==> src/riscv_isa_pkg.sv <==
// RV32I/RVC encoding constants shared by the fetch stage, imported where instructions are built
package riscv_isa_pkg;

  ////////////////////////////////////////////////////////////
  // Widths
  ////////////////////////////////////////////////////////////

  localparam int xlen   = 32;  // Data and address width
  localparam int ilen_c = 16;  // Compressed instruction width

  ////////////////////////////////////////////////////////////
  // RV32I major opcodes and function codes
  ////////////////////////////////////////////////////////////

  localparam logic [6:0] opc_op_imm = 7'b0010011;  // ADDI and friends
  localparam logic [6:0] opc_op     = 7'b0110011;  // Register-register ALU
  localparam logic [6:0] opc_load   = 7'b0000011;
  localparam logic [6:0] opc_store  = 7'b0100011;
  localparam logic [6:0] opc_jal    = 7'b1101111;

  localparam logic [2:0] f3_addi = 3'b000;
  localparam logic [2:0] f3_add  = 3'b000;
  localparam logic [2:0] f3_lw   = 3'b010;  // Word access
  localparam logic [2:0] f3_sw   = 3'b010;
  localparam logic [6:0] f7_add  = 7'b0000000;

  ////////////////////////////////////////////////////////////
  // Compressed encodings
  ////////////////////////////////////////////////////////////

  // Quadrant in bits [1:0], 2'b11 means a full 32-bit word
  localparam logic [1:0] q0 = 2'b00;
  localparam logic [1:0] q1 = 2'b01;
  localparam logic [1:0] q2 = 2'b10;

  // funct3 in bits [15:13], meaning depends on quadrant
  localparam logic [2:0] c_f3_addi   = 3'b000;  // q1
  localparam logic [2:0] c_f3_li     = 3'b010;  // q1
  localparam logic [2:0] c_f3_j      = 3'b101;  // q1
  localparam logic [2:0] c_f3_lw     = 3'b010;  // q0
  localparam logic [2:0] c_f3_sw     = 3'b110;  // q0
  localparam logic [2:0] c_f3_mv_add = 3'b100;  // q2, bit 12 picks MV or ADD

  ////////////////////////////////////////////////////////////
  // Register fields
  ////////////////////////////////////////////////////////////

  localparam logic [4:0] reg_x0      = 5'd0;   // Hardwired zero
  localparam logic [1:0] c_rp_prefix = 2'b01;  // Three-bit fields map to x8..x15

endpackage
==> src/fetch_pkg.sv <==
// Fetch-stage control, bus and pipeline types, imported by the IF stage modules and testbench
package fetch_pkg;

  ////////////////////////////////////////////////////////////
  // Sizes
  ////////////////////////////////////////////////////////////

  localparam int IRQ_ID_W     = 5;   // Default interrupt id width
  localparam int mtvec_base_w = 25;  // mtvec base bits, 128-byte aligned table

  ////////////////////////////////////////////////////////////
  // Controller to IF
  ////////////////////////////////////////////////////////////

  typedef enum logic [2:0] {
    pc_boot     = 3'd0,
    pc_jump     = 3'd1,
    pc_branch   = 3'd2,
    pc_mret     = 3'd3,
    pc_trap_exc = 3'd4,
    pc_trap_irq = 3'd5
  } pc_mux_e;

  typedef struct packed {
    logic                pc_set;   // One-cycle redirect strobe
    pc_mux_e             pc_mux;   // Redirect source
    logic [IRQ_ID_W-1:0] irq_id;   // Vector index for pc_trap_irq
    logic                kill_if;  // Flush buffer and pending response
    logic                halt_if;  // Freeze output and requests
  } if_ctrl_t;

  typedef struct packed {
    logic [riscv_isa_pkg::xlen-1:0] boot_addr;
    logic [riscv_isa_pkg::xlen-1:0] jump_target;
    logic [riscv_isa_pkg::xlen-1:0] branch_target;
    logic [riscv_isa_pkg::xlen-1:0] mepc;
    logic [mtvec_base_w-1:0]        mtvec_base;
  } targets_t;

  ////////////////////////////////////////////////////////////
  // Instruction bus, gnt travels on its own wire
  ////////////////////////////////////////////////////////////

  typedef struct packed {
    logic                           req;
    logic [riscv_isa_pkg::xlen-1:0] addr;
  } fetch_req_t;

  typedef struct packed {
    logic                           rvalid;  // One cycle after gnt
    logic [riscv_isa_pkg::xlen-1:0] rdata;
  } fetch_rsp_t;

  // IF/ID register contents
  typedef struct packed {
    logic                             valid;
    logic [riscv_isa_pkg::xlen-1:0]   pc;
    logic [riscv_isa_pkg::xlen-1:0]   instr;       // Expanded form
    logic                             compressed;
    logic                             illegal_c;   // Unsupported RVC encoding
    logic [riscv_isa_pkg::ilen_c-1:0] raw_c;       // Original halfword
  } if_id_pipe_t;

endpackage

==> src/if_stage_top.sv <==
// Instruction fetch stage top, connects target mux, bus fetch, RVC expander and IF/ID register
`timescale 1ns/1ps

module if_stage_top #(
  parameter int IRQ_ID_W = fetch_pkg::IRQ_ID_W
) (
  input  logic                   clk,
  input  logic                   rst_n,
  input  fetch_pkg::if_ctrl_t    ctrl_i,
  input  fetch_pkg::targets_t    targets_i,
  output fetch_pkg::fetch_req_t  instr_req_o,
  input  logic                   instr_gnt_i,
  input  fetch_pkg::fetch_rsp_t  instr_rsp_i,
  input  logic                   id_ready_i,
  output fetch_pkg::if_id_pipe_t if_id_pipe_o,
  output logic                   if_busy_o,
  output logic                   csr_mtvec_init_o
);

  import riscv_isa_pkg::*;

  logic [xlen-1:0] target;       // Redirect address
  logic            if_valid;
  logic            accept;       // Buffer handed to ID
  logic [xlen-1:0] fetch_pc;
  logic [xlen-1:0] fetch_word;
  logic [xlen-1:0] instr_exp;    // Expanded instruction
  logic            compressed;
  logic            illegal_c;

  assign accept = if_valid && id_ready_i;

  ////////////////////////////////////////////////////////////
  // Fetch path
  ////////////////////////////////////////////////////////////

  pc_select #(
    .IRQ_ID_W (IRQ_ID_W)
  ) u_pc_select (
    .ctrl_i       (ctrl_i),
    .targets_i    (targets_i),
    .target_o     (target),
    .mtvec_init_o (csr_mtvec_init_o)
  );

  instr_fetch u_instr_fetch (
    .clk          (clk),
    .rst_n        (rst_n),
    .ctrl_i       (ctrl_i),
    .target_i     (target),
    .bus_req_o    (instr_req_o),
    .instr_gnt_i  (instr_gnt_i),
    .bus_rsp_i    (instr_rsp_i),
    .accept_i     (accept),
    .if_valid_o   (if_valid),
    .fetch_pc_o   (fetch_pc),
    .fetch_word_o (fetch_word),
    .busy_o       (if_busy_o)
  );

  c_expander u_c_expander (
    .word_i       (fetch_word),
    .instr_o      (instr_exp),
    .compressed_o (compressed),
    .illegal_o    (illegal_c)
  );

  // Raw halfword kept for illegal-instruction reporting in ID
  if_id_reg u_if_id_reg (
    .clk          (clk),
    .rst_n        (rst_n),
    .if_valid_i   (if_valid),
    .id_ready_i   (id_ready_i),
    .pc_i         (fetch_pc),
    .instr_i      (instr_exp),
    .compressed_i (compressed),
    .illegal_i    (illegal_c),
    .raw_c_i      (fetch_word[ilen_c-1:0]),
    .pipe_o       (if_id_pipe_o)
  );

endmodule

==> src/if_id_reg.sv <==
// IF/ID pipeline register, loads on handshake, bubbles on empty accept, holds on stall
`timescale 1ns/1ps

module if_id_reg (
  input  logic                             clk,
  input  logic                             rst_n,
  input  logic                             if_valid_i,
  input  logic                             id_ready_i,
  input  logic [riscv_isa_pkg::xlen-1:0]   pc_i,
  input  logic [riscv_isa_pkg::xlen-1:0]   instr_i,
  input  logic                             compressed_i,
  input  logic                             illegal_i,
  input  logic [riscv_isa_pkg::ilen_c-1:0] raw_c_i,
  output fetch_pkg::if_id_pipe_t           pipe_o
);

  import riscv_isa_pkg::*;

  logic              valid_q;
  logic [xlen-1:0]   pc_q;
  logic [xlen-1:0]   instr_q;
  logic              compressed_q;
  logic              illegal_q;
  logic [ilen_c-1:0] raw_c_q;

  // Valid: load, bubble, or hold while ID stalls
  always_ff @(posedge clk or negedge rst_n) begin
    if (!rst_n) begin
      valid_q <= 1'b0;
    end else if (id_ready_i) begin
      valid_q <= if_valid_i;        // Low here is a bubble
    end
  end

  always_ff @(posedge clk) begin
    if (if_valid_i && id_ready_i) begin
      pc_q         <= pc_i;
      instr_q      <= instr_i;
      compressed_q <= compressed_i;
      illegal_q    <= illegal_i;
      raw_c_q      <= raw_c_i;
    end
  end

  assign pipe_o = '{valid:      valid_q,
                    pc:         pc_q,
                    instr:      instr_q,
                    compressed: compressed_q,
                    illegal_c:  illegal_q,
                    raw_c:      raw_c_q};

endmodule

==> src/c_expander.sv <==
// RVC to RV32I expander for the supported compressed subset, sits between fetch buffer and IF/ID
`timescale 1ns/1ps

module c_expander (
  input  logic [riscv_isa_pkg::xlen-1:0] word_i,
  output logic [riscv_isa_pkg::xlen-1:0] instr_o,
  output logic                           compressed_o,
  output logic                           illegal_o
);

  import riscv_isa_pkg::*;

  logic [ilen_c-1:0] hw;        // Low halfword
  logic [1:0]        quad;
  logic [2:0]        funct3;
  logic [4:0]        rd;        // Full register fields
  logic [4:0]        rs2;
  logic [4:0]        rd_p;      // Three-bit fields, x8..x15
  logic [4:0]        rs1_p;
  logic [11:0]       imm_ci;    // Sign-extended 6-bit immediate
  logic [11:0]       off_lsw;   // Word offset for C.LW/C.SW

  assign hw     = word_i[ilen_c-1:0];
  assign quad   = hw[1:0];
  assign funct3 = hw[15:13];
  assign rd     = hw[11:7];
  assign rs2    = hw[6:2];
  assign rd_p   = {c_rp_prefix, hw[4:2]};
  assign rs1_p  = {c_rp_prefix, hw[9:7]};

  assign imm_ci  = {{6{hw[12]}}, hw[12], hw[6:2]};
  assign off_lsw = {5'b0, hw[5], hw[12:10], hw[6], 2'b00};  // uimm[6|5:3|2]

  ////////////////////////////////////////////////////////////
  // Expansion
  ////////////////////////////////////////////////////////////

  always_comb begin
    instr_o      = word_i;          // 32-bit words pass through
    compressed_o = 1'b0;
    illegal_o    = 1'b0;

    if (quad != 2'b11) begin
      compressed_o = 1'b1;
      // Unsupported unless a case below claims it
      instr_o      = {{(xlen-ilen_c){1'b0}}, hw};
      illegal_o    = 1'b1;

      case (quad)
        q0: begin
          if (funct3 == c_f3_lw) begin
            instr_o   = {off_lsw, rs1_p, f3_lw, rd_p, opc_load};
            illegal_o = 1'b0;
          end else if (funct3 == c_f3_sw) begin
            // rs2' sits where rd' is for C.LW
            instr_o   = {off_lsw[11:5], rd_p, rs1_p, f3_sw, off_lsw[4:0], opc_store};
            illegal_o = 1'b0;
          end
        end

        q1: begin
          if (funct3 == c_f3_addi) begin
            instr_o   = {imm_ci, rd, f3_addi, rd, opc_op_imm};  // addi rd, rd, imm
            illegal_o = 1'b0;
          end else if (funct3 == c_f3_li) begin
            instr_o   = {imm_ci, reg_x0, f3_addi, rd, opc_op_imm};  // addi rd, x0, imm
            illegal_o = 1'b0;
          end else if (funct3 == c_f3_j) begin
            // jal x0, offset[11|4|9:8|10|6|7|3:1|5]
            instr_o   = {hw[12], hw[8], hw[10:9], hw[6], hw[7], hw[2], hw[11],
                         hw[5:3], {9{hw[12]}}, reg_x0, opc_jal};
            illegal_o = 1'b0;
          end
        end

        q2: begin
          // rs2 == x0 encodes JR/JALR/EBREAK, not handled here
          if ((funct3 == c_f3_mv_add) && (rs2 != reg_x0)) begin
            if (hw[12]) begin
              instr_o = {f7_add, rs2, rd, f3_add, rd, opc_op};      // C.ADD
            end else begin
              instr_o = {f7_add, rs2, reg_x0, f3_add, rd, opc_op};  // C.MV
            end
            illegal_o = 1'b0;
          end
        end

        default: begin
        end
      endcase
    end
  end

endmodule

==> src/instr_fetch.sv <==
// Single-outstanding instruction bus master with a one-word holding buffer, used inside the IF stage
`timescale 1ns/1ps

module instr_fetch (
  input  logic                            clk,
  input  logic                            rst_n,
  input  fetch_pkg::if_ctrl_t             ctrl_i,
  input  logic [riscv_isa_pkg::xlen-1:0]  target_i,
  output fetch_pkg::fetch_req_t           bus_req_o,
  input  logic                            instr_gnt_i,
  input  fetch_pkg::fetch_rsp_t           bus_rsp_i,
  input  logic                            accept_i,      // ID takes the buffer this cycle
  output logic                            if_valid_o,
  output logic [riscv_isa_pkg::xlen-1:0]  fetch_pc_o,
  output logic [riscv_isa_pkg::xlen-1:0]  fetch_word_o,
  output logic                            busy_o
);

  import riscv_isa_pkg::*;
  import fetch_pkg::*;

  logic            active_q;     // Set by the boot redirect
  logic [xlen-1:0] pc_q;         // Address of next or outstanding fetch
  logic            pend_q;       // Granted, response not yet seen
  logic            discard_q;    // Pending response belongs to old stream
  logic            buf_valid_q;
  logic [xlen-1:0] buf_word_q;
  logic [xlen-1:0] buf_pc_q;

  logic            redirect;     // pc_set or kill_if
  logic            req;
  logic            rsp_take;     // Response goes into the buffer
  logic [xlen-1:0] pc_step;

  assign redirect = ctrl_i.pc_set || ctrl_i.kill_if;

  // New request only when there is room and nothing in flight
  assign req = active_q && !ctrl_i.halt_if && !redirect && !pend_q &&
               (!buf_valid_q || accept_i);

  assign rsp_take = bus_rsp_i.rvalid && pend_q && !discard_q && !redirect;

  // Length from the low two bits of the fetched word
  assign pc_step = (bus_rsp_i.rdata[1:0] == 2'b11) ? xlen'(4) : xlen'(2);

  ////////////////////////////////////////////////////////////
  // Control state
  ////////////////////////////////////////////////////////////

  always_ff @(posedge clk or negedge rst_n) begin
    if (!rst_n) begin
      active_q    <= 1'b0;
      pc_q        <= '0;
      pend_q      <= 1'b0;
      discard_q   <= 1'b0;
      buf_valid_q <= 1'b0;
    end else begin
      if (ctrl_i.pc_set && (ctrl_i.pc_mux == pc_boot)) begin
        active_q <= 1'b1;
      end

      if (ctrl_i.pc_set) begin
        pc_q <= target_i;           // Restart the stream
      end else if (rsp_take) begin
        pc_q <= pc_q + pc_step;
      end

      if (req && instr_gnt_i) begin
        pend_q <= 1'b1;
      end else if (bus_rsp_i.rvalid) begin
        pend_q <= 1'b0;
      end

      if (bus_rsp_i.rvalid) begin
        discard_q <= 1'b0;          // Stale word has gone by
      end else if (redirect && pend_q) begin
        discard_q <= 1'b1;
      end

      if (redirect) begin
        buf_valid_q <= 1'b0;
      end else if (rsp_take) begin
        buf_valid_q <= 1'b1;
      end else if (accept_i) begin
        buf_valid_q <= 1'b0;
      end
    end
  end

  // Holding buffer payload
  always_ff @(posedge clk) begin
    if (rsp_take) begin
      buf_word_q <= bus_rsp_i.rdata;
      buf_pc_q   <= pc_q;           // pc_q still holds the request address
    end
  end

  assign bus_req_o.req  = req;
  assign bus_req_o.addr = pc_q;     // Stable until granted

  assign if_valid_o   = buf_valid_q && !ctrl_i.halt_if && !redirect;
  assign fetch_pc_o   = buf_pc_q;
  assign fetch_word_o = buf_word_q;
  assign busy_o       = req || pend_q;

endmodule

==> src/pc_select.sv <==
// Next-fetch-target mux, picks the redirect address from the controller selector
`timescale 1ns/1ps

module pc_select #(
  parameter int IRQ_ID_W = fetch_pkg::IRQ_ID_W
) (
  input  fetch_pkg::if_ctrl_t             ctrl_i,
  input  fetch_pkg::targets_t             targets_i,
  output logic [riscv_isa_pkg::xlen-1:0]  target_o,
  output logic                            mtvec_init_o
);

  import riscv_isa_pkg::*;
  import fetch_pkg::*;

  logic [xlen-1:0]     mtvec_addr;  // Table base, low bits zero
  logic [IRQ_ID_W-1:0] irq_id;
  logic [xlen-1:0]     irq_off;     // 4 bytes per vector entry

  assign mtvec_addr = {targets_i.mtvec_base, {(xlen-mtvec_base_w){1'b0}}};
  assign irq_id     = ctrl_i.irq_id[IRQ_ID_W-1:0];
  assign irq_off    = xlen'({irq_id, 2'b00});

  ////////////////////////////////////////////////////////////
  // Target mux
  ////////////////////////////////////////////////////////////

  always_comb begin
    case (ctrl_i.pc_mux)
      pc_boot: begin
        target_o = {targets_i.boot_addr[xlen-1:2], 2'b00};  // Word aligned
      end
      pc_jump: begin
        target_o = {targets_i.jump_target[xlen-1:1], 1'b0};
      end
      pc_branch: begin
        target_o = {targets_i.branch_target[xlen-1:1], 1'b0};
      end
      pc_mret: begin
        target_o = {targets_i.mepc[xlen-1:1], 1'b0};  // Back to trapped PC
      end
      pc_trap_exc: begin
        target_o = mtvec_addr;  // All exceptions share the base
      end
      pc_trap_irq: begin
        // Base is 128-byte aligned so the add never carries into it
        target_o = mtvec_addr + irq_off;
      end
      default: begin
        target_o = {targets_i.boot_addr[xlen-1:2], 2'b00};
      end
    endcase
  end

  // CSR file loads mtvec on the boot redirect
  assign mtvec_init_o = ctrl_i.pc_set && (ctrl_i.pc_mux == pc_boot);

endmodule

==> config.mk <==
export PLATFORM = sky130hd
export DESIGN_NAME = if_stage_top
export DESIGN_NICKNAME = d
export VERILOG_FILES = /design/src/riscv_isa_pkg.sv /design/src/fetch_pkg.sv /design/src/if_stage_top.sv /design/src/if_id_reg.sv /design/src/c_expander.sv /design/src/instr_fetch.sv /design/src/pc_select.sv
export SDC_FILE = /design/constraint.sdc
export NUM_CORES = 1
export LEC_CHECK = 0
export BUFFER_PORTS_ARGS = -buffer_cell sky130_fd_sc_hd__buf_2
export CAP_MARGIN = 20
export CORE_ASPECT_RATIO = 2
export CORE_MARGIN = 10
export CORE_UTILIZATION = 45
export CTS_BUF_LIST = sky130_fd_sc_hd__clkbuf_8 sky130_fd_sc_hd__clkbuf_16
export DETAILED_ROUTE_END_ITERATION = 10
export PLACE_DENSITY_LB_ADDON = 0.15
export SYNTH_ARGS = -nofsm -noshare
export SYNTH_HDL_FRONTEND = slang
export SYNTH_SLANG_ARGS = --single-unit
==> constraint.sdc <==
create_clock -name clk -period 6.2 [get_ports clk]
set_input_delay 0.31 -clock clk [delete_from_list [all_inputs] [get_ports clk]]
set_output_delay 0.31 -clock clk [all_outputs]
set_load 0.005 [all_outputs]
Word-level counts from Yosys, hierarchy flattened
Index checks and enable logic that the tools add are counted.
{ "totals": {"elab_cells": 86, "inputBits": 201, "latchBits": 0, "ff_bits": 183, "n_memories": 0, "ramBits": 0, "mem_bits_ro": 0, "output_inout_bits": 118} }
{ "op_classes": {"multipliers": 0, "n_div": 0, "n_reduce_logical": 30, "eq_ne": 13, "n_lt_le_gt_ge": 0, "n_bitwise": 0, "shift": 0, "n_mux": 28, "addsub": 2} }
{ "ops": {"columns": ["op", "n"], "rows": [
  ["$mux W32", 6],
  ["$pmux W32 S5", 1],
  ["$pmux W32 S3", 1],
  ["$mux W27", 2],
  ["$add A32 B32 Y32", 1],
  ["$add A32 B7 Y32", 1],
  ["$mux W25", 1],
  ["$mux W20", 1],
  ["$eq A3 B3 Y1 const B", 5],
  ["$logic_and A1 B1 Y1", 14],
  ["$mux W1", 14],
  ["$eq A3 B2 Y1 const B", 3],
  ["$logic_not A3 Y1", 2],
  ["$reduce_bool A2 Y1", 3],
  ["$logic_not A1 Y1", 5],
  ["$reduce_bool A5 Y1", 1],
  ["$eq A2 B2 Y1 const B", 2],
  ["$eq A3 B1 Y1 const B", 1],
  ["$logic_or A1 B1 Y1", 3],
  ["$mux W3", 1],
  ["$pmux W1 S3", 1],
  ["$reduce_bool A3 Y1", 1],
  ["$eq A2 B1 Y1 const B", 1],
  ["$logic_not A2 Y1", 1],
  ["$ne A2 B2 Y1 const B", 1]
]} }

Longest topological paths before layout
Gate-level depths: netlist of run 1.
{ "depth": {"word_depth": 8, "mapped_depth": 8, "depth_no_buf": 8} }

Cells and area by module
A second synthesis of run 1 with hierarchy kept.
{ "hier_totals": {"hier_cells": 702, "area_unflattened_um2": 9276.4} }
{ "by_module_without_submodules": {"columns": ["mod", "n_inst", "area_each_um2", "cells_each", "seq_area_each_um2"], "rows": [
  ["instr_fetch", 1, 4122.7, 307, 2822.7],
  ["if_id_reg", 1, 2532.4, 88, 2487.4],
  ["pc_select", 1, 1609.0, 149, 0.0],
  ["c_expander", 1, 1006.0, 157, 0.0],
  ["if_stage_top", 1, 6.3, 1, 0.0]
]} }

Worst setup path after synthesis of run 1
No wires, ideal clock.
{ "synth_path": {"path_type": "input -> register", "from": "in ctrl_i[10] in the netlist's numbering", "to": "reg u_instr_fetch.buf_valid_q", "path_buffers": 0, "setup_time_ns": 0.401, "arrival_time_ns": 6.396, "required_time_ns": 5.799, "setup_slack_ns": -0.598, "cell_stages": 4, "cell_sequence": "nor2_1 > nand2_1 > nor3_1 > o21ai_0"} }
{ "synth_between": {"elab_chain_cells": 5, "word_cells_on_any_way": 8, "classes_between": "mux (2); reduce/logical (6)"} }
{ "synth_rtl": {"columns": ["item", "line_no", "text"], "rows": [
  ["from (decl)", "if_stage_top.sv:9", "input fetch_pkg::if_ctrl_t ctrl_i,"],
  ["$logic_or A1 B1 Y1", "instr_fetch.sv:35", "assign redirect = ctrl_i.pc_set || ctrl_i.kill_if;"],
  ["$logic_not A1 Y1", "instr_fetch.sv:101", "assign if_valid_o = buf_valid_q && !ctrl_i.halt_if && !redirect;"],
  ["$logic_and A1 B1 Y1", "instr_fetch.sv:101", null],
  ["$logic_and A1 B1 Y1", "if_stage_top.sv:31", "assign accept = if_valid && id_ready_i;"],
  ["net accept", "if_stage_top.sv:24", "logic accept;"],
  ["$reduce_bool A3 Y1 (no source line)", null, null],
  ["to (signal assigned)", "instr_fetch.sv:81", "buf_valid_q <= 1'b0;"],
  ["to (signal assigned)", "instr_fetch.sv:83", "buf_valid_q <= 1'b1;"],
  ["to (signal assigned)", "instr_fetch.sv:85", "buf_valid_q <= 1'b0;"],
  ["to (decl)", "instr_fetch.sv:26", "logic buf_valid_q;"]
]} }
The timed path passes the listed nets, and every way through them passes these cells.
A chain may end at the register's enable or synchronous reset.

Worst setup path in the final report of run 1
{ "layout_path": {"from": "reg u_instr_fetch.buf_word_q[13] (netlist: u_instr_fetch.fetch_word_o[13])", "to": "reg u_if_id_reg.instr_q[19], data pin"} }
{ "layout_between": {"elab_chain_cells": 6, "word_cells_on_any_way": 12, "classes_between": "eq/ne (3); mux (7); reduce/logical (2)"} }
{ "layout_rtl": {"columns": ["item", "line_no", "text"], "rows": [
  ["from (decl)", "instr_fetch.sv:27", "logic [xlen-1:0] buf_word_q;"],
  ["from (signal assigned)", "instr_fetch.sv:93", "buf_word_q <= bus_rsp_i.rdata;"],
  ["$eq A3 B3 Y1", "c_expander.sv:68", "end else if (funct3 == c_f3_j) begin"],
  ["$mux W32", "c_expander.sv:68", null],
  ["$mux W32", "c_expander.sv:65", "end else if (funct3 == c_f3_li) begin"],
  ["$mux W32", "c_expander.sv:62", "if (funct3 == c_f3_addi) begin"],
  ["$pmux W32 S3 *", "c_expander.sv:49", "case (quad)"],
  ["$mux W32 *", "c_expander.sv:43", "if (quad != 2'b11) begin"],
  ["net instr_exp[19]", "if_stage_top.sv:27", "logic [xlen-1:0] instr_exp;"],
  ["to (signal assigned)", "if_id_reg.sv:38", "instr_q <= instr_i;"],
  ["to (decl)", "if_id_reg.sv:21", "logic [xlen-1:0] instr_q;"]
]} }
The timed path passes the listed nets; every way through them passes the cells marked *.

==> results of run 1 <==
## kinds of logic (layout without fill, tap and decap cells)
| family | Yosys count | count (layout) | synth area share [%] |
|---|---|---|---|
| AO/OA/AOI/OAI | 165 | 165 | 12.4 |
| XOR/XNOR | 29 | 29 | 2.92 |
| adder cells (fa/ha/maj) | 3 | 3 | 0.518 |
| buffers and inverters | 66 | 370 | 3.45 |
| flip-flops | 180 | 180 | 60.1 |
| multiplexers | 55 | 55 | 8.37 |
| other | 1 | 5 | 0.0431 |
| AND/OR/NAND/NOR | 186 | 186 | 12.2 |
## timing repair
action                                 4_1_cts  5_1_grt
hold buffers                                 1        0
gates resized for setup                      0        0
setup buffers                                0        0
endpoints found under the hold margin       13        0
## cell type report
type | instances | area (um^2) | area share [%]
inverter | 19 | 71.3 | 0.650
clock inverter | 15 | 119 | 1.08
tap | 255 | 319 | 2.91
timing repair buffer | 319 | 1620 | 14.7
sequential | 180 | 5230 | 47.6
antenna | 3 | 7.51 | 0.0684
multi-input combinational | 440 | 3190 | 29.1
clock buffer | 17 | 425 | 3.88
## path summary, 6_finish.rpt
check | slack, ns | cells after the start | startpoint | to
setup / recovery | 3.44 | 5 | u_instr_fetch.fetch_word_o[13]$_DFFE_PP_ | u_if_id_reg.instr_q[19]$_DFFE_PP_
hold / removal | 0.05 | 1 | instr_rsp_i[23] | u_instr_fetch.fetch_word_o[23]$_DFFE_PP_
setup reg to reg | 3.44 | 5 | u_instr_fetch.fetch_word_o[13]$_DFFE_PP_ | u_if_id_reg.instr_q[19]$_DFFE_PP_
hold reg to reg | 0.42 | 0 | u_instr_fetch.fetch_pc_o[22]$_DFFE_PP_ | u_if_id_reg.pc_q[22]$_DFFE_PP_
max in group asynchronous | 5.11 | 2 | rst_n | u_instr_fetch.pc_q[20]$_DFFE_PN0N_
min in group asynchronous | 0.54 | 2 | rst_n | u_instr_fetch.pc_q[5]$_DFFE_PN0N_
## metrics by stage
step	hold WS [ns]	instance area, um^2
3_5_place_dp	0.405	10400
4_1_cts	0.0271	11000
5_1_grt	0.0288	11000
3_3_place_gp	0.401	10400
2_1_floorplan	0.0144	8710
6_report	0.0535	11000
## where the power goes
part / internal (W) / leakage (nW) / switching [W]
Combinational: 0.000142 / 2.52 / 0.000135
Sequential: 0.00134 / 1.74 / 0.0000493
Clock: 0.000547 / 0.267 / 0.000446
Total: 0.00203 / 4.52 / 0.000631
## critical path: cells and delay by family (launching register included)
| kind | cells | cell delay (ns) |
|---|---|---|
| AO/OA/AOI/OAI | 3 | 0.91 |
| flip-flops | 1 | 0.82 |
| AND/OR/NAND/NOR | 2 | 0.88 |
## registers in the layout, summed over array words and instances, names as in the netlist
name,cells
u_if_id_reg.illegal_q,1
u_instr_fetch.fetch_pc_o,31
u_if_id_reg.valid_q,1
u_instr_fetch.pend_q,1
u_instr_fetch.fetch_word_o,32
u_if_id_reg.instr_q,32
u_if_id_reg.raw_c_q,16
u_instr_fetch.active_q,1
u_instr_fetch.discard_q,1
u_instr_fetch.buf_valid_q,1
u_instr_fetch.pc_q,31
u_if_id_reg.compressed_q,1
u_if_id_reg.pc_q,31
## synthesized netlist by cell type (all sizes together), types with 4 or more instances
library cell | instances | area [um^2]
a21o | 7 | 52.6
a21oi | 31 | 155
a221o | 5 | 50.1
a222oi | 5 | 50.1
a22o | 7 | 61.3
a22oi | 6 | 45.0
a31oi | 4 | 25.0
and2 | 9 | 58.8
and3 | 5 | 36.3
buf | 24 | 143
clkbuf | 23 | 86.3
dfrtp | 36 | 901
edfxtp | 144 | 4320
inv | 19 | 71.3
mux2 | 12 | 135
mux2i | 30 | 300
mux4 | 13 | 293
nand2 | 56 | 210
nand2b | 11 | 68.8
nand3 | 19 | 100
nand3b | 4 | 42.5
nand4 | 10 | 68.8
nor2 | 27 | 101
nor2b | 6 | 37.5
nor3 | 13 | 65.1
nor3b | 4 | 30.0
nor4 | 7 | 73.8
o211ai | 17 | 128
o21a | 4 | 30.0
o21ai | 51 | 255
o221ai | 4 | 35.0
o22ai | 4 | 25.0
xnor2 | 15 | 131
xor2 | 14 | 123
## layer usage
layer	wire length, um	GRT usage, %
met5	13	0
met4	885	9.36
met3	2160	7.13
met2	14900	39.2
met1	8530	18.0
==> insert_results.sql, run 1 <==
INSERT INTO impl_metrics (metric_group, metric, value, unit) VALUES
('sta', 'layout_setup_ws', '3.44', 'ns'),
('sta', 'count_of_final_setup_violators', '0', ''),
('sta', 'fin_skew', '0.00725', 'ns'),
('outcome', 'status', 'finished clean', ''),
('detailed_routing', 'wl_per_cell', '21.2', 'um'),
('placed_design', 'place_inst', '1212', ''),
('global_route', 'grt.overflow.total', '0', ''),
('synthesis', 'yosysWarningCount', '0', ''),
('detailed_routing', 'remaining_drc_errors', '0', ''),
('detailed_routing', 'routed_wl', '26.4', 'mm'),
('sta', 'timing_worst_slew_pin_value', '1.09', 'ns'),
('worst_setup_path', 'cp_max_fo', '24', ''),
('synthesis', 'synth_ff_type', 'sky130_fd_sc_hd__edfxtp_1', ''),
('finish', 'finalNonFillerCells', '1248', ''),
('clocking', 'clock_path_buffers', '2', ''),
('finish', 'layout_commonest_cell', 'sky130_fd_sc_hd__buf_2', ''),
('global_route', 'global_route.usage.total', '20.3', '%'),
('min_path', 'holdCritPathClass', 'in2reg', ''),
('placed_design', 'buffer_ports.inserted', '311', ''),
('finish', 'layout-drive-gt1-share', '39.3', '%'),
('sta', 'final.period_utilization', '44.5', '%'),
('finish', 'filler_cell_count', '1663', ''),
('synthesis', 'mappedNetlistArea', '8700', 'um^2'),
('synthesis', 'ys_seq_elements', '180', ''),
('run', 'cap_violations', '0', ''),
('sta', 'slew-limit-headroom', '26.6', '%'),
('finish', 'utilization_of_the_core_after_routing', '58.0', '%'),
('worst_setup_path', 'crit_chain', 'and3b_1 -> and3_4 -> a21oi_1 -> o21ai_0 -> a221o_1', ''),
('worst_setup_path', 'critical-path-slowest-cell', 'sky130_fd_sc_hd__edfxtp_1', ''),
('sta', 'grt_setup_unrepaired', 'no', ''),
('finish', 'area_growth_syn_to_layout', '26.2', '%'),
('detailed_routing', 'antenna_violating_nets_post_route', '0', ''),
('clocking', 'cts-buffers-inserted', '17', ''),
('global_route', 'antenna_found_initial', '2', ''),
('sta', 'achievable-frequency', '362', 'MHz'),
('pwr', 'total_power', '0.00266', 'W'),
('floorplan', 'pin_count', '319', ''),
('synthesis', 'synth.avg_cell_area', '12.7', 'um^2'),
('worst_setup_path', 'critPathMaxStageDelay', '0.82', 'ns'),
('detailed_routing', '1st_pass_router_iterations', '8', ''),
('sta', 'timing.final.hold_violations', '0', ''),
('synthesis', 'synthCells', '685', ''),
('pwr', 'power_density', '242', 'nW/um^2'),
('clocking', 'cts-htree-levels', '4', ''),
('worst_setup_path', 'timing.setup.critical_path_class', 'reg2reg', ''),
('global_route', 'wire_length_of_the_first_global_routing_pass', '40.2', 'mm'),
('placed_design', 'preCtsSetupSlack', '3.22', 'ns'),
('clocking', 'clk_pin_slew_worst_paths', '0.07', 'ns'),
('detailed_routing', 'drt_first_iter_violations', '320', ''),
('floorplan', 'start_util', '46.0', '%'),
('worst_setup_path', 'cp_data_required_time', '6.49', 'ns'),
('clocking', 'cts_sinks', '180', ''),
('pwr', 'p_leak', '4.52', 'nW'),
('sta', 'finalMaxSlewViolations', '0', ''),
('synthesis', 'synthDistinctLibCells', '72', ''),
('floorplan', 'core_area', '18900', 'um^2'),
('worst_setup_path', 'critical_path_arrival', '3.05', 'ns'),
('global_route', 'grt_start_max_net_pins', '83', ''),
('floorplan', 'placement_rows', '71', ''),
('global_route', 'grt_pass1_vias', '7305', ''),
('sta', 'period_needed', '2.76', 'ns'),
('synthesis', 'synth_seq_area_share', '60.1', '%'),
('clocking', 'clk_root_buffer_cell', 'sky130_fd_sc_hd__clkbuf_16', ''),
('detailed_routing', 'detailroute.via_count', '6650', ''),
('sta', 'fin_tns_setup', '0', 'ns'),
('floorplan', 'die_area', '25600', 'um^2'),
('clocking', 'clkLatencyLatePin', '0.43', 'ns'),
('floorplan', 'floorplan.die.width', '118', 'um'),
('floorplan', 'height_of_the_chip', '217', 'um'),
('synthesis', 'number_of_flops_mapped_to_enable_cells_by_yosys', '144', ''),
('placed_design', 'dp_hpwl', '21.0', 'mm'),
('placed_design', 'routabilityCongestion', '0.889', ''),
('pwr', 'max_ir_drop_vdd', '0.168', 'mV'),
('detailed_routing', 'detail_route.vias_per_cell', '5.33', ''),
('finish', 'final_net_count', '1181', ''),
('synthesis', 'asyncSetResetFlopFracSynth', '20.0', '%'),
('worst_setup_path', 'critPathCaptureType', 'flop', ''),
('finish', 'mostFrequentLayoutCells', '311 x sky130_fd_sc_hd__buf_2, 144 x sky130_fd_sc_hd__edfxtp_1, 56 x sky130_fd_sc_hd__nand2_1, 47 x sky130_fd_sc_hd__o21ai_0, 36 x sky130_fd_sc_hd__dfrtp_1', ''),
('clocking', 'tritoncts', 'done', ''),
('worst_setup_path', 'setup.worst_path.start_class', 'flop', '');
Power figures use the tool's default switching activity.
==> inputs of run 2 (changes only) <==
Settings changed: ABC_AREA from default to 1.
Clock period 6.2 ns to 2.3 ns, I/O delays scaled along.
==> run 2 against run 1 <==
Effect of this change:
- sequential share of layout area shrank 4.0 points
- core utilization rose by 2.4 points
- sequential cell count unchanged
- hold slack got worse by 0.032 ns
- die area is 3.6% higher
- critical path type is now in2reg
- critical path depth rose by 8
- non-clock buffer count up 62
==> insert_results.sql, run 2 <==
INSERT INTO impl_metrics (metric_group, metric, value, unit) VALUES
('outcome', 'status', 'finished clean', ''),
('sta', 'final.period_utilization', '92.6', '%'),
('synthesis', 'asyncSetResetFlopFracSynth', '20.0', '%'),
('sta', 'count_of_final_setup_violators', '0', ''),
('clocking', 'clk_root_buffer_cell', 'sky130_fd_sc_hd__clkbuf_16', ''),
('pwr', 'swShare', '25.4', '%'),
('detailed_routing', 'detail_route.vias_per_cell', '5.13', ''),
('floorplan', 'die_area', '26600', 'um^2'),
('finish', 'final_net_count', '1574', ''),
('synthesis', 'synth_most_common_cell', 'sky130_fd_sc_hd__nand2_1', ''),
('sta', 'period_needed', '2.13', 'ns'),
('global_route', 'global_route.usage.met3', '6.66', '%'),
('worst_setup_path', 'cp_max_fo', '5', ''),
('synthesis', 'synth_top_area_share', '47.7', '%'),
('finish', 'antenna-diode-count', '0', ''),
('global_route', 'grt.overflow.total', '0', ''),
('floorplan', 'core_area', '19800', 'um^2'),
('clocking', 'clock_path_buffers', '2', ''),
('pwr', 'clkPwrFrac', '37.8', '%'),
('clocking', 'tritoncts', 'done', ''),
('synthesis', 'synth.avg_cell_area', '8.97', 'um^2'),
('sta', 'timing_worst_slew_pin_value', '0.877', 'ns'),
('worst_setup_path', 'worstPathBufferInverterCount', '4', ''),
('global_route', 'grt_start_max_net_pins', '49', ''),
('global_route', 'grt_use_met2', '44.3', '%'),
('synthesis', 'yosys-top-cells-area', 'sky130_fd_sc_hd__edfxtp_1 48%, sky130_fd_sc_hd__nand2_1 12%, sky130_fd_sc_hd__dfrtp_1 9.9%, sky130_fd_sc_hd__nor2_1 6.1%, sky130_fd_sc_hd__nand4_1 3.9%', ''),
('pwr', 'max_ir_drop_vdd', '0.506', 'mV'),
('finish', 'layout-drive-gt1-share', '28.8', '%'),
('finish', 'area_growth_syn_to_layout', '32.2', '%'),
('worst_setup_path', 'timing.critical_path.mode_cell', 'sky130_fd_sc_hd__nand2_1', ''),
('detailed_routing', 'antenna_violating_nets_post_route', '0', ''),
('clocking', 'cts-htree-levels', '4', ''),
('worst_setup_path', 'critPathCaptureType', 'flop', ''),
('synthesis', 'synthDistinctLibCells', '47', ''),
('pwr', 'p_leak', '5.30', 'nW'),
('floorplan', 'pin_count', '319', ''),
('global_route', 'grt_pass1_vias', '8689', ''),
('detailed_routing', 'drt_first_iter_violations', '577', ''),
('min_path', 'holdCritPathClass', 'in2reg', ''),
('run', 'cap_violations', '0', ''),
('detailed_routing', '1st_pass_router_iterations', '5', ''),
('pwr', 'power.internal', '0.00563', 'W'),
('placed_design', 'routabilityCongestion', '0.981', ''),
('floorplan', 'height_of_the_chip', '221', 'um'),
('synthesis', 'synth_top_area_cell', 'sky130_fd_sc_hd__edfxtp_1', ''),
('sta', 'finalMaxSlewViolations', '0', ''),
('worst_setup_path', 'crit_chain', 'dlygate4sd3_1 -> buf_2 -> nand2_1 -> ha_1 -> fa_1 -> inv_1 -> nor2_2 -> inv_1 -> nor2_1 -> nand3b_1 -> nand2_1 -> nand2_1 -> a21oi_1', ''),
('sta', 'timing.final.hold_violations', '0', ''),
('synthesis', 'synth_ff_type', 'sky130_fd_sc_hd__edfxtp_1', ''),
('pwr', 'comb_power_share', '12.3', '%'),
('synthesis', 'synthCells', '1010', ''),
('sta', 'fin_skew', '0.0125', 'ns'),
('global_route', 'antenna_found_initial', '0', ''),
('worst_setup_path', 'setup.worst_path.start_class', 'primary input', ''),
('worst_setup_path', 'cp_data_required_time', '2.66', 'ns'),
('placed_design', 'dp_hpwl', '24.1', 'mm'),
('placed_design', 'buffer_ports.inserted', '311', ''),
('worst_setup_path', 'critical_path_arrival', '2.49', 'ns'),
('synthesis', 'yosysWarningCount', '0', ''),
('finish', 'filler_cell_count', '1805', ''),
('detailed_routing', 'detailroute.via_count', '8434', ''),
('global_route', 'grt.met1_usage', '19.4', '%'),
('sta', 'slew-limit-headroom', '41.5', '%'),
('floorplan', 'start_util', '45.7', '%'),
('sta', 'achievable-frequency', '470', 'MHz'),
('global_route', 'wire_length_of_the_first_global_routing_pass', '46.0', 'mm'),
('detailed_routing', 'routed_wl', '30.1', 'mm'),
('clocking', 'clkLatencyLatePin', '0.44', 'ns'),
('synthesis', 'mappedNetlistArea', '9060', 'um^2'),
('detailed_routing', 'wl_per_cell', '18.3', 'um'),
('synthesis', 'synth_seq_area_share', '57.7', '%'),
('sta', 'hold-worst-slack', '0.0210', 'ns'),
('floorplan', 'floorplan.die.width', '120', 'um'),
('global_route', 'grt.busiest_layer', 'met2', ''),
('synthesis', 'synth_commonest_cells', '289 x sky130_fd_sc_hd__nand2_1, 147 x sky130_fd_sc_hd__nor2_1, 144 x sky130_fd_sc_hd__edfxtp_1, 68 x sky130_fd_sc_hd__inv_1, 60 x sky130_fd_sc_hd__o21ai_0', ''),
('clocking', 'cts-buffers-inserted', '17', ''),
('finish', 'layout_commonest_cell', 'sky130_fd_sc_hd__buf_2', ''),
('worst_setup_path', 'top_cell_family_by_delay_on_the_critical_path', 'buffers and inverters', ''),
('floorplan', 'placement_rows', '73', ''),
('worst_setup_path', 'timing.setup.critical_path_class', 'in2reg', ''),
('detailed_routing', 'remaining_drc_errors', '0', ''),
('synthesis', 'ys_seq_elements', '180', ''),
('worst_setup_path', 'critPathMaxStageDelay', '0.55', 'ns'),
('sta', 'grt_setup_unrepaired', 'no', ''),
('finish', 'postLayoutCellArea', '12000', 'um^2'),
('pwr', 'net-switching-power', '0.00192', 'W'),
('pwr', 'power_density', '631', 'nW/um^2'),
('worst_setup_path', 'critical-path-slowest-cell', 'sky130_fd_sc_hd__dlygate4sd3_1', ''),
('clocking', 'clk_pin_slew_worst_paths', '0.07', 'ns'),
('pwr', 'seq_power_share', '49.9', '%'),
('placed_design', 'dpl-instance-area', '11000', 'um^2'),
('clocking', 'cts_sinks', '180', ''),
('global_route', 'global_route.usage.total', '22.4', '%'),
('synthesis', 'number_of_flops_mapped_to_enable_cells_by_yosys', '144', ''),
('finish', 'mostFrequentLayoutCells', '311 x sky130_fd_sc_hd__buf_2, 289 x sky130_fd_sc_hd__nand2_1, 146 x sky130_fd_sc_hd__nor2_1, 144 x sky130_fd_sc_hd__edfxtp_1, 67 x sky130_fd_sc_hd__inv_1', '');
## run 2: power by group through the flow
stage	combinational [W]	sequential (W)	clock [W]
finish	0.000927	0.00377	0.00286
global route	0.00104	0.00379	0.00303
CTS	0.000933	0.00377	0.00291
detailed placement	0.000870	0.00384	0
global placement	0.000860	0.00383	0
floorplan	0.000476	0.00378	0
## run 2: stage by stage
step           util, %  setup slack, ns  power [W]  setup TNS, ns  cells
2_1_floorplan        -           -0.514    0.00426         -42.29   1011
3_3_place_gp      55.3            0.316    0.00469              0   1571
3_5_place_dp      55.3            0.289    0.00471              0   1571
4_1_cts           60.4            0.218    0.00761              0   1645
5_1_grt           60.4           0.0279    0.00787              0   1645
6_report          60.4            0.170    0.00755              0   1645
## run 2: path summary, 6_finish.rpt
kind	to	slack, ns	cells past startpoint	start
setup / recovery	u_instr_fetch.pc_q[29]$_DFFE_PN0N_	0.17	13	instr_rsp_i[1]
hold / removal	u_instr_fetch.pc_q[11]$_DFFE_PN0N_	0.02	3	ctrl_i[10]
setup reg to reg	u_instr_fetch.pc_q[29]$_DFFE_PN0N_	0.25	10	u_instr_fetch.pc_q[1]$_DFFE_PN0N_
hold reg to reg	u_if_id_reg.pc_q[22]$_DFFE_PP_	0.41	0	u_instr_fetch.fetch_pc_o[22]$_DFFE_PP_
max in group asynchronous	u_instr_fetch.pc_q[29]$_DFFE_PN0N_	1.41	2	rst_n
min in group asynchronous	u_if_id_reg.valid_q$_DFFE_PN0P_	0.33	2	rst_n
## run 2: worst register-to-register path, cell delays in order, from the launching register on
cell and delay [ns]:
sky130_fd_sc_hd__dfrtp_1 0.39, sky130_fd_sc_hd__ha_1 0.21, sky130_fd_sc_hd__fa_1 0.20, sky130_fd_sc_hd__inv_1 0.09, sky130_fd_sc_hd__nor2_2 0.26, sky130_fd_sc_hd__inv_1 0.13
sky130_fd_sc_hd__nor2_1 0.30, sky130_fd_sc_hd__nand3b_1 0.12, sky130_fd_sc_hd__nand2_1 0.07, sky130_fd_sc_hd__nand2_1 0.04, sky130_fd_sc_hd__a21oi_1 0.15
## run 2: routing by layer
layer  share of wire, %  wire [um]
met4                4.0       1200
met3                7.0       2120
met1                 32       9570
met2                 57      17200
met5                  0          0
## run 2: logic make-up after synthesis
group / after synthesis / synth area share, %
adder cells (fa/ha/maj): 3 / 0.497
other: 1 / 0.0414
buffers and inverters: 119 / 5.86
AO/OA/AOI/OAI: 133 / 8.33
flip-flops: 180 / 57.7
XOR/XNOR: 5 / 0.483
AND/OR/NAND/NOR: 569 / 27.1
## run 2: timing repair
item	4_1_cts	5_1_grt
endpoints found under the setup margin	0	1
setup buffers	0	0
gates resized for setup	0	1
endpoints found under the hold margin	76	0
hold buffers	42	0
## run 2: area by class of cell
class                   count  area, um^2  share of cell area [%]
multi-input cells         712        3320                    27.7
clock buffers              17         425                    3.55
clock inverters            15         158                    1.32
repair buffers            381        2220                    18.6
well taps                 262         328                    2.74
flip-flops and latches    180        5230                    43.6
inverters                  78         293                    2.44
==> inputs of run 3 (changes only) <==
Settings changed: ABC_CLOCK_PERIOD_IN_PS from default to 2600.
Clock period 2.3 ns to 2.6 ns, I/O delays scaled along.
==> run 3 against run 2 <==
Effect of this change:
- setup slack better by 0.30 ns
- clock power is 11% lower
- critical path type unchanged
- final cell count decreased by 0.55%
- sequential cell count stayed put
==> insert_results.sql, run 3 (synthesis results as in run 2) <==
INSERT INTO impl_metrics (metric_group, metric, value, unit) VALUES
('detailed_routing', 'routed_wl', '30.2', 'mm'),
('clocking', 'post_cts_buffers', '0', ''),
('worst_setup_path', 'timing.setup.critical_path_class', 'in2reg', ''),
('finish', 'layout-drive-gt1-share', '28.5', '%'),
('detailed_routing', 'detailroute.via_count', '8477', ''),
('floorplan', 'die_area', '26600', 'um^2'),
('finish', 'area_growth_syn_to_layout', '31.6', '%'),
('sta', 'hold-worst-slack', '0.0235', 'ns'),
('sta', 'fin_skew', '0.00714', 'ns'),
('sta', 'achievable-frequency', '470', 'MHz'),
('sta', 'grt_setup_unrepaired', 'no', ''),
('detailed_routing', 'detail_route.vias_per_cell', '5.18', ''),
('floorplan', 'core_area', '19800', 'um^2'),
('placed_design', 'buffer_ports.inserted', '311', ''),
('global_route', 'grt_start_max_net_pins', '49', ''),
('detailed_routing', '1st_pass_router_iterations', '7', ''),
('clocking', 'clock_path_buffers', '2', ''),
('sta', 'final.period_utilization', '81.8', '%'),
('sta', 'timing.final.hold_violations', '0', ''),
('worst_setup_path', 'critPathMaxStageDelay', '0.54', 'ns'),
('global_route', 'grt_pass1_vias', '8721', ''),
('pwr', 'power_density', '561', 'nW/um^2'),
('floorplan', 'floorplan.die.width', '120', 'um'),
('placed_design', 'place_inst', '1564', ''),
('detailed_routing', 'remaining_drc_errors', '0', ''),
('clocking', 'cts.repair.resized', '0', ''),
('clocking', 'tritoncts', 'done', ''),
('detailed_routing', 'drt_first_iter_violations', '606', ''),
('pwr', 'max_ir_drop_vdd', '0.518', 'mV'),
('detailed_routing', 'wl_per_cell', '18.4', 'um'),
('clocking', 'clk_root_buffer_cell', 'sky130_fd_sc_hd__clkbuf_16', ''),
('run', 'cap_violations', '0', ''),
('placed_design', 'preCtsSetupSlack', '0.591', 'ns'),
('sta', 'timing_worst_slew_pin_value', '0.864', 'ns'),
('finish', 'final_net_count', '1566', ''),
('worst_setup_path', 'critPathCaptureType', 'flop', ''),
('worst_setup_path', 'crit_chain', 'dlygate4sd3_1 -> buf_2 -> nand2_1 -> ha_1 -> fa_1 -> inv_1 -> nor2_2 -> nand2_1 -> nor2_1 -> nand2_1 -> nor2_1 -> nand3b_1 -> nand3_1 -> nand2_1', ''),
('floorplan', 'pin_count', '319', ''),
('clocking', 'cts-buffers-inserted', '17', ''),
('finish', 'layout_commonest_cell', 'sky130_fd_sc_hd__buf_2', ''),
('worst_setup_path', 'setup.worst_path.start_class', 'primary input', ''),
('global_route', 'antenna_found_initial', '0', ''),
('sta', 'period_needed', '2.13', 'ns'),
('global_route', 'wire_length_of_the_first_global_routing_pass', '46.1', 'mm'),
('sta', 'layout_setup_ws', '0.474', 'ns'),
('sta', 'count_of_final_setup_violators', '0', ''),
('finish', 'antenna-diode-count', '0', ''),
('global_route', 'grt.overflow.total', '0', ''),
('worst_setup_path', 'critical_path_arrival', '2.44', 'ns'),
('clocking', 'cts_hold_buf', '41', ''),
('placed_design', 'dp_hpwl', '24.1', 'mm'),
('worst_setup_path', 'cp_data_required_time', '2.92', 'ns'),
('detailed_routing', 'antenna_violating_nets_post_route', '0', ''),
('floorplan', 'start_util', '45.7', '%'),
('clocking', 'clkLatencyLatePin', '0.44', 'ns'),
('global_route', 'global_route.usage.total', '22.5', '%'),
('pwr', 'total_power', '0.00669', 'W'),
('finish', 'finalNonFillerCells', '1636', ''),
('sta', 'finalMaxSlewViolations', '0', ''),
('placed_design', 'routabilityCongestion', '1.00', ''),
('outcome', 'status', 'finished clean', ''),
('clocking', 'cts_sinks', '180', ''),
('min_path', 'holdCritPathClass', 'in2reg', ''),
('worst_setup_path', 'critical-path-slowest-cell', 'sky130_fd_sc_hd__dlygate4sd3_1', ''),
('worst_setup_path', 'cp_max_fo', '5', ''),
('clocking', 'clk_pin_slew_worst_paths', '0.06', 'ns'),
('finish', 'filler_cell_count', '1784', ''),
('sta', 'slew-limit-headroom', '42.4', '%'),
('floorplan', 'placement_rows', '73', ''),
('worst_setup_path', 'timing.critical_path.mode_cell', 'sky130_fd_sc_hd__nand2_1', ''),
('pwr', 'p_leak', '5.26', 'nW'),
('floorplan', 'height_of_the_chip', '221', 'um'),
('worst_setup_path', 'worstPathBufferInverterCount', '3', ''),
('finish', 'mostFrequentLayoutCells', '311 x sky130_fd_sc_hd__buf_2, 289 x sky130_fd_sc_hd__nand2_1, 147 x sky130_fd_sc_hd__nor2_1, 144 x sky130_fd_sc_hd__edfxtp_1, 67 x sky130_fd_sc_hd__inv_1', ''),
('clocking', 'cts-htree-levels', '4', ''),
('worst_setup_path', 'top_cell_family_by_delay_on_the_critical_path', 'simple AND/OR/NAND/NOR gates', '');
-- run 3: cell count changes in the layout (fill, tap and decap cells not counted), sizes merged --
cell | before | now
buf | 339 | 332
clkinv | 10 | 4
clkbuf | 17 | 20
clkinvlp | 1 | 4
dlygate4sd3 | 42 | 41
inv | 80 | 79
-- run 3: final timing paths --
| path | startpoint | to | slack [ns] | depth (start not counted) |
|---|---|---|---|---|
| min in group asynchronous | rst_n | u_if_id_reg.valid_q$_DFFE_PN0P_ | 0.35 | 2 |
| max in group asynchronous | rst_n | u_instr_fetch.pc_q[26]$_DFFE_PN0N_ | 1.69 | 2 |
| min | targets_i[132] | u_instr_fetch.pc_q[11]$_DFFE_PN0N_ | 0.02 | 5 |
| max reg2reg | u_instr_fetch.pc_q[1]$_DFFE_PN0N_ | u_instr_fetch.pc_q[17]$_DFFE_PN0N_ | 0.56 | 11 |
| min reg2reg | u_instr_fetch.fetch_pc_o[19]$_DFFE_PP_ | u_if_id_reg.pc_q[19]$_DFFE_PP_ | 0.42 | 0 |
| max | instr_rsp_i[1] | u_instr_fetch.pc_q[17]$_DFFE_PN0N_ | 0.47 | 14 |
-- run 3: through the flow --
step / setup TNS, ns / cell area [um^2] / utilization (%)
6_report: 0 / 11900 / 60.1
5_1_grt: 0 / 11900 / 60.1
4_1_cts: 0 / 11900 / 60.1
3_5_place_dp: 0 / 10900 / 55.1
3_3_place_gp: 0 / 10900 / 55.1
2_1_floorplan: -17.39 / 9070 / -
-- run 3: tightest hold or removal path: stages --
cell                      delay [ns]
sky130_fd_sc_hd__buf_2          0.08
sky130_fd_sc_hd__nand2_1        0.04
sky130_fd_sc_hd__nand2_1        0.04
sky130_fd_sc_hd__o21ai_0        0.08
sky130_fd_sc_hd__nand2_1        0.07
-- run 3: layer usage --
metal,track usage [%],vias up,wire length [um]
met5,0,-,0
met4,11.6,0,1210
met3,6.38,72,2050
met2,44.6,365,17200
met1,19.8,3889,9680
li1,-,4151,-
-- run 3: area by class of cell --
class,count,area [um^2],area share (%)
clock inverters,11,126,1.06
clock buffers,20,467,3.92
repair buffers,373,2160,18.1
inverters,78,293,2.46
flip-flops and latches,180,5230,43.8
multi-input cells,712,3320,27.8
well taps,262,328,2.75
-- run 3: report_power, final --
| part | internal, W | leakage [nW] | total (W) | switching [W] |
|---|---|---|---|---|
| clock network | 0.00149 | 0.281 | 0.00254 | 0.00106 |
| logic | 0.000366 | 3.25 | 0.000812 | 0.000446 |
| registers | 0.00319 | 1.73 | 0.00334 | 0.000149 |
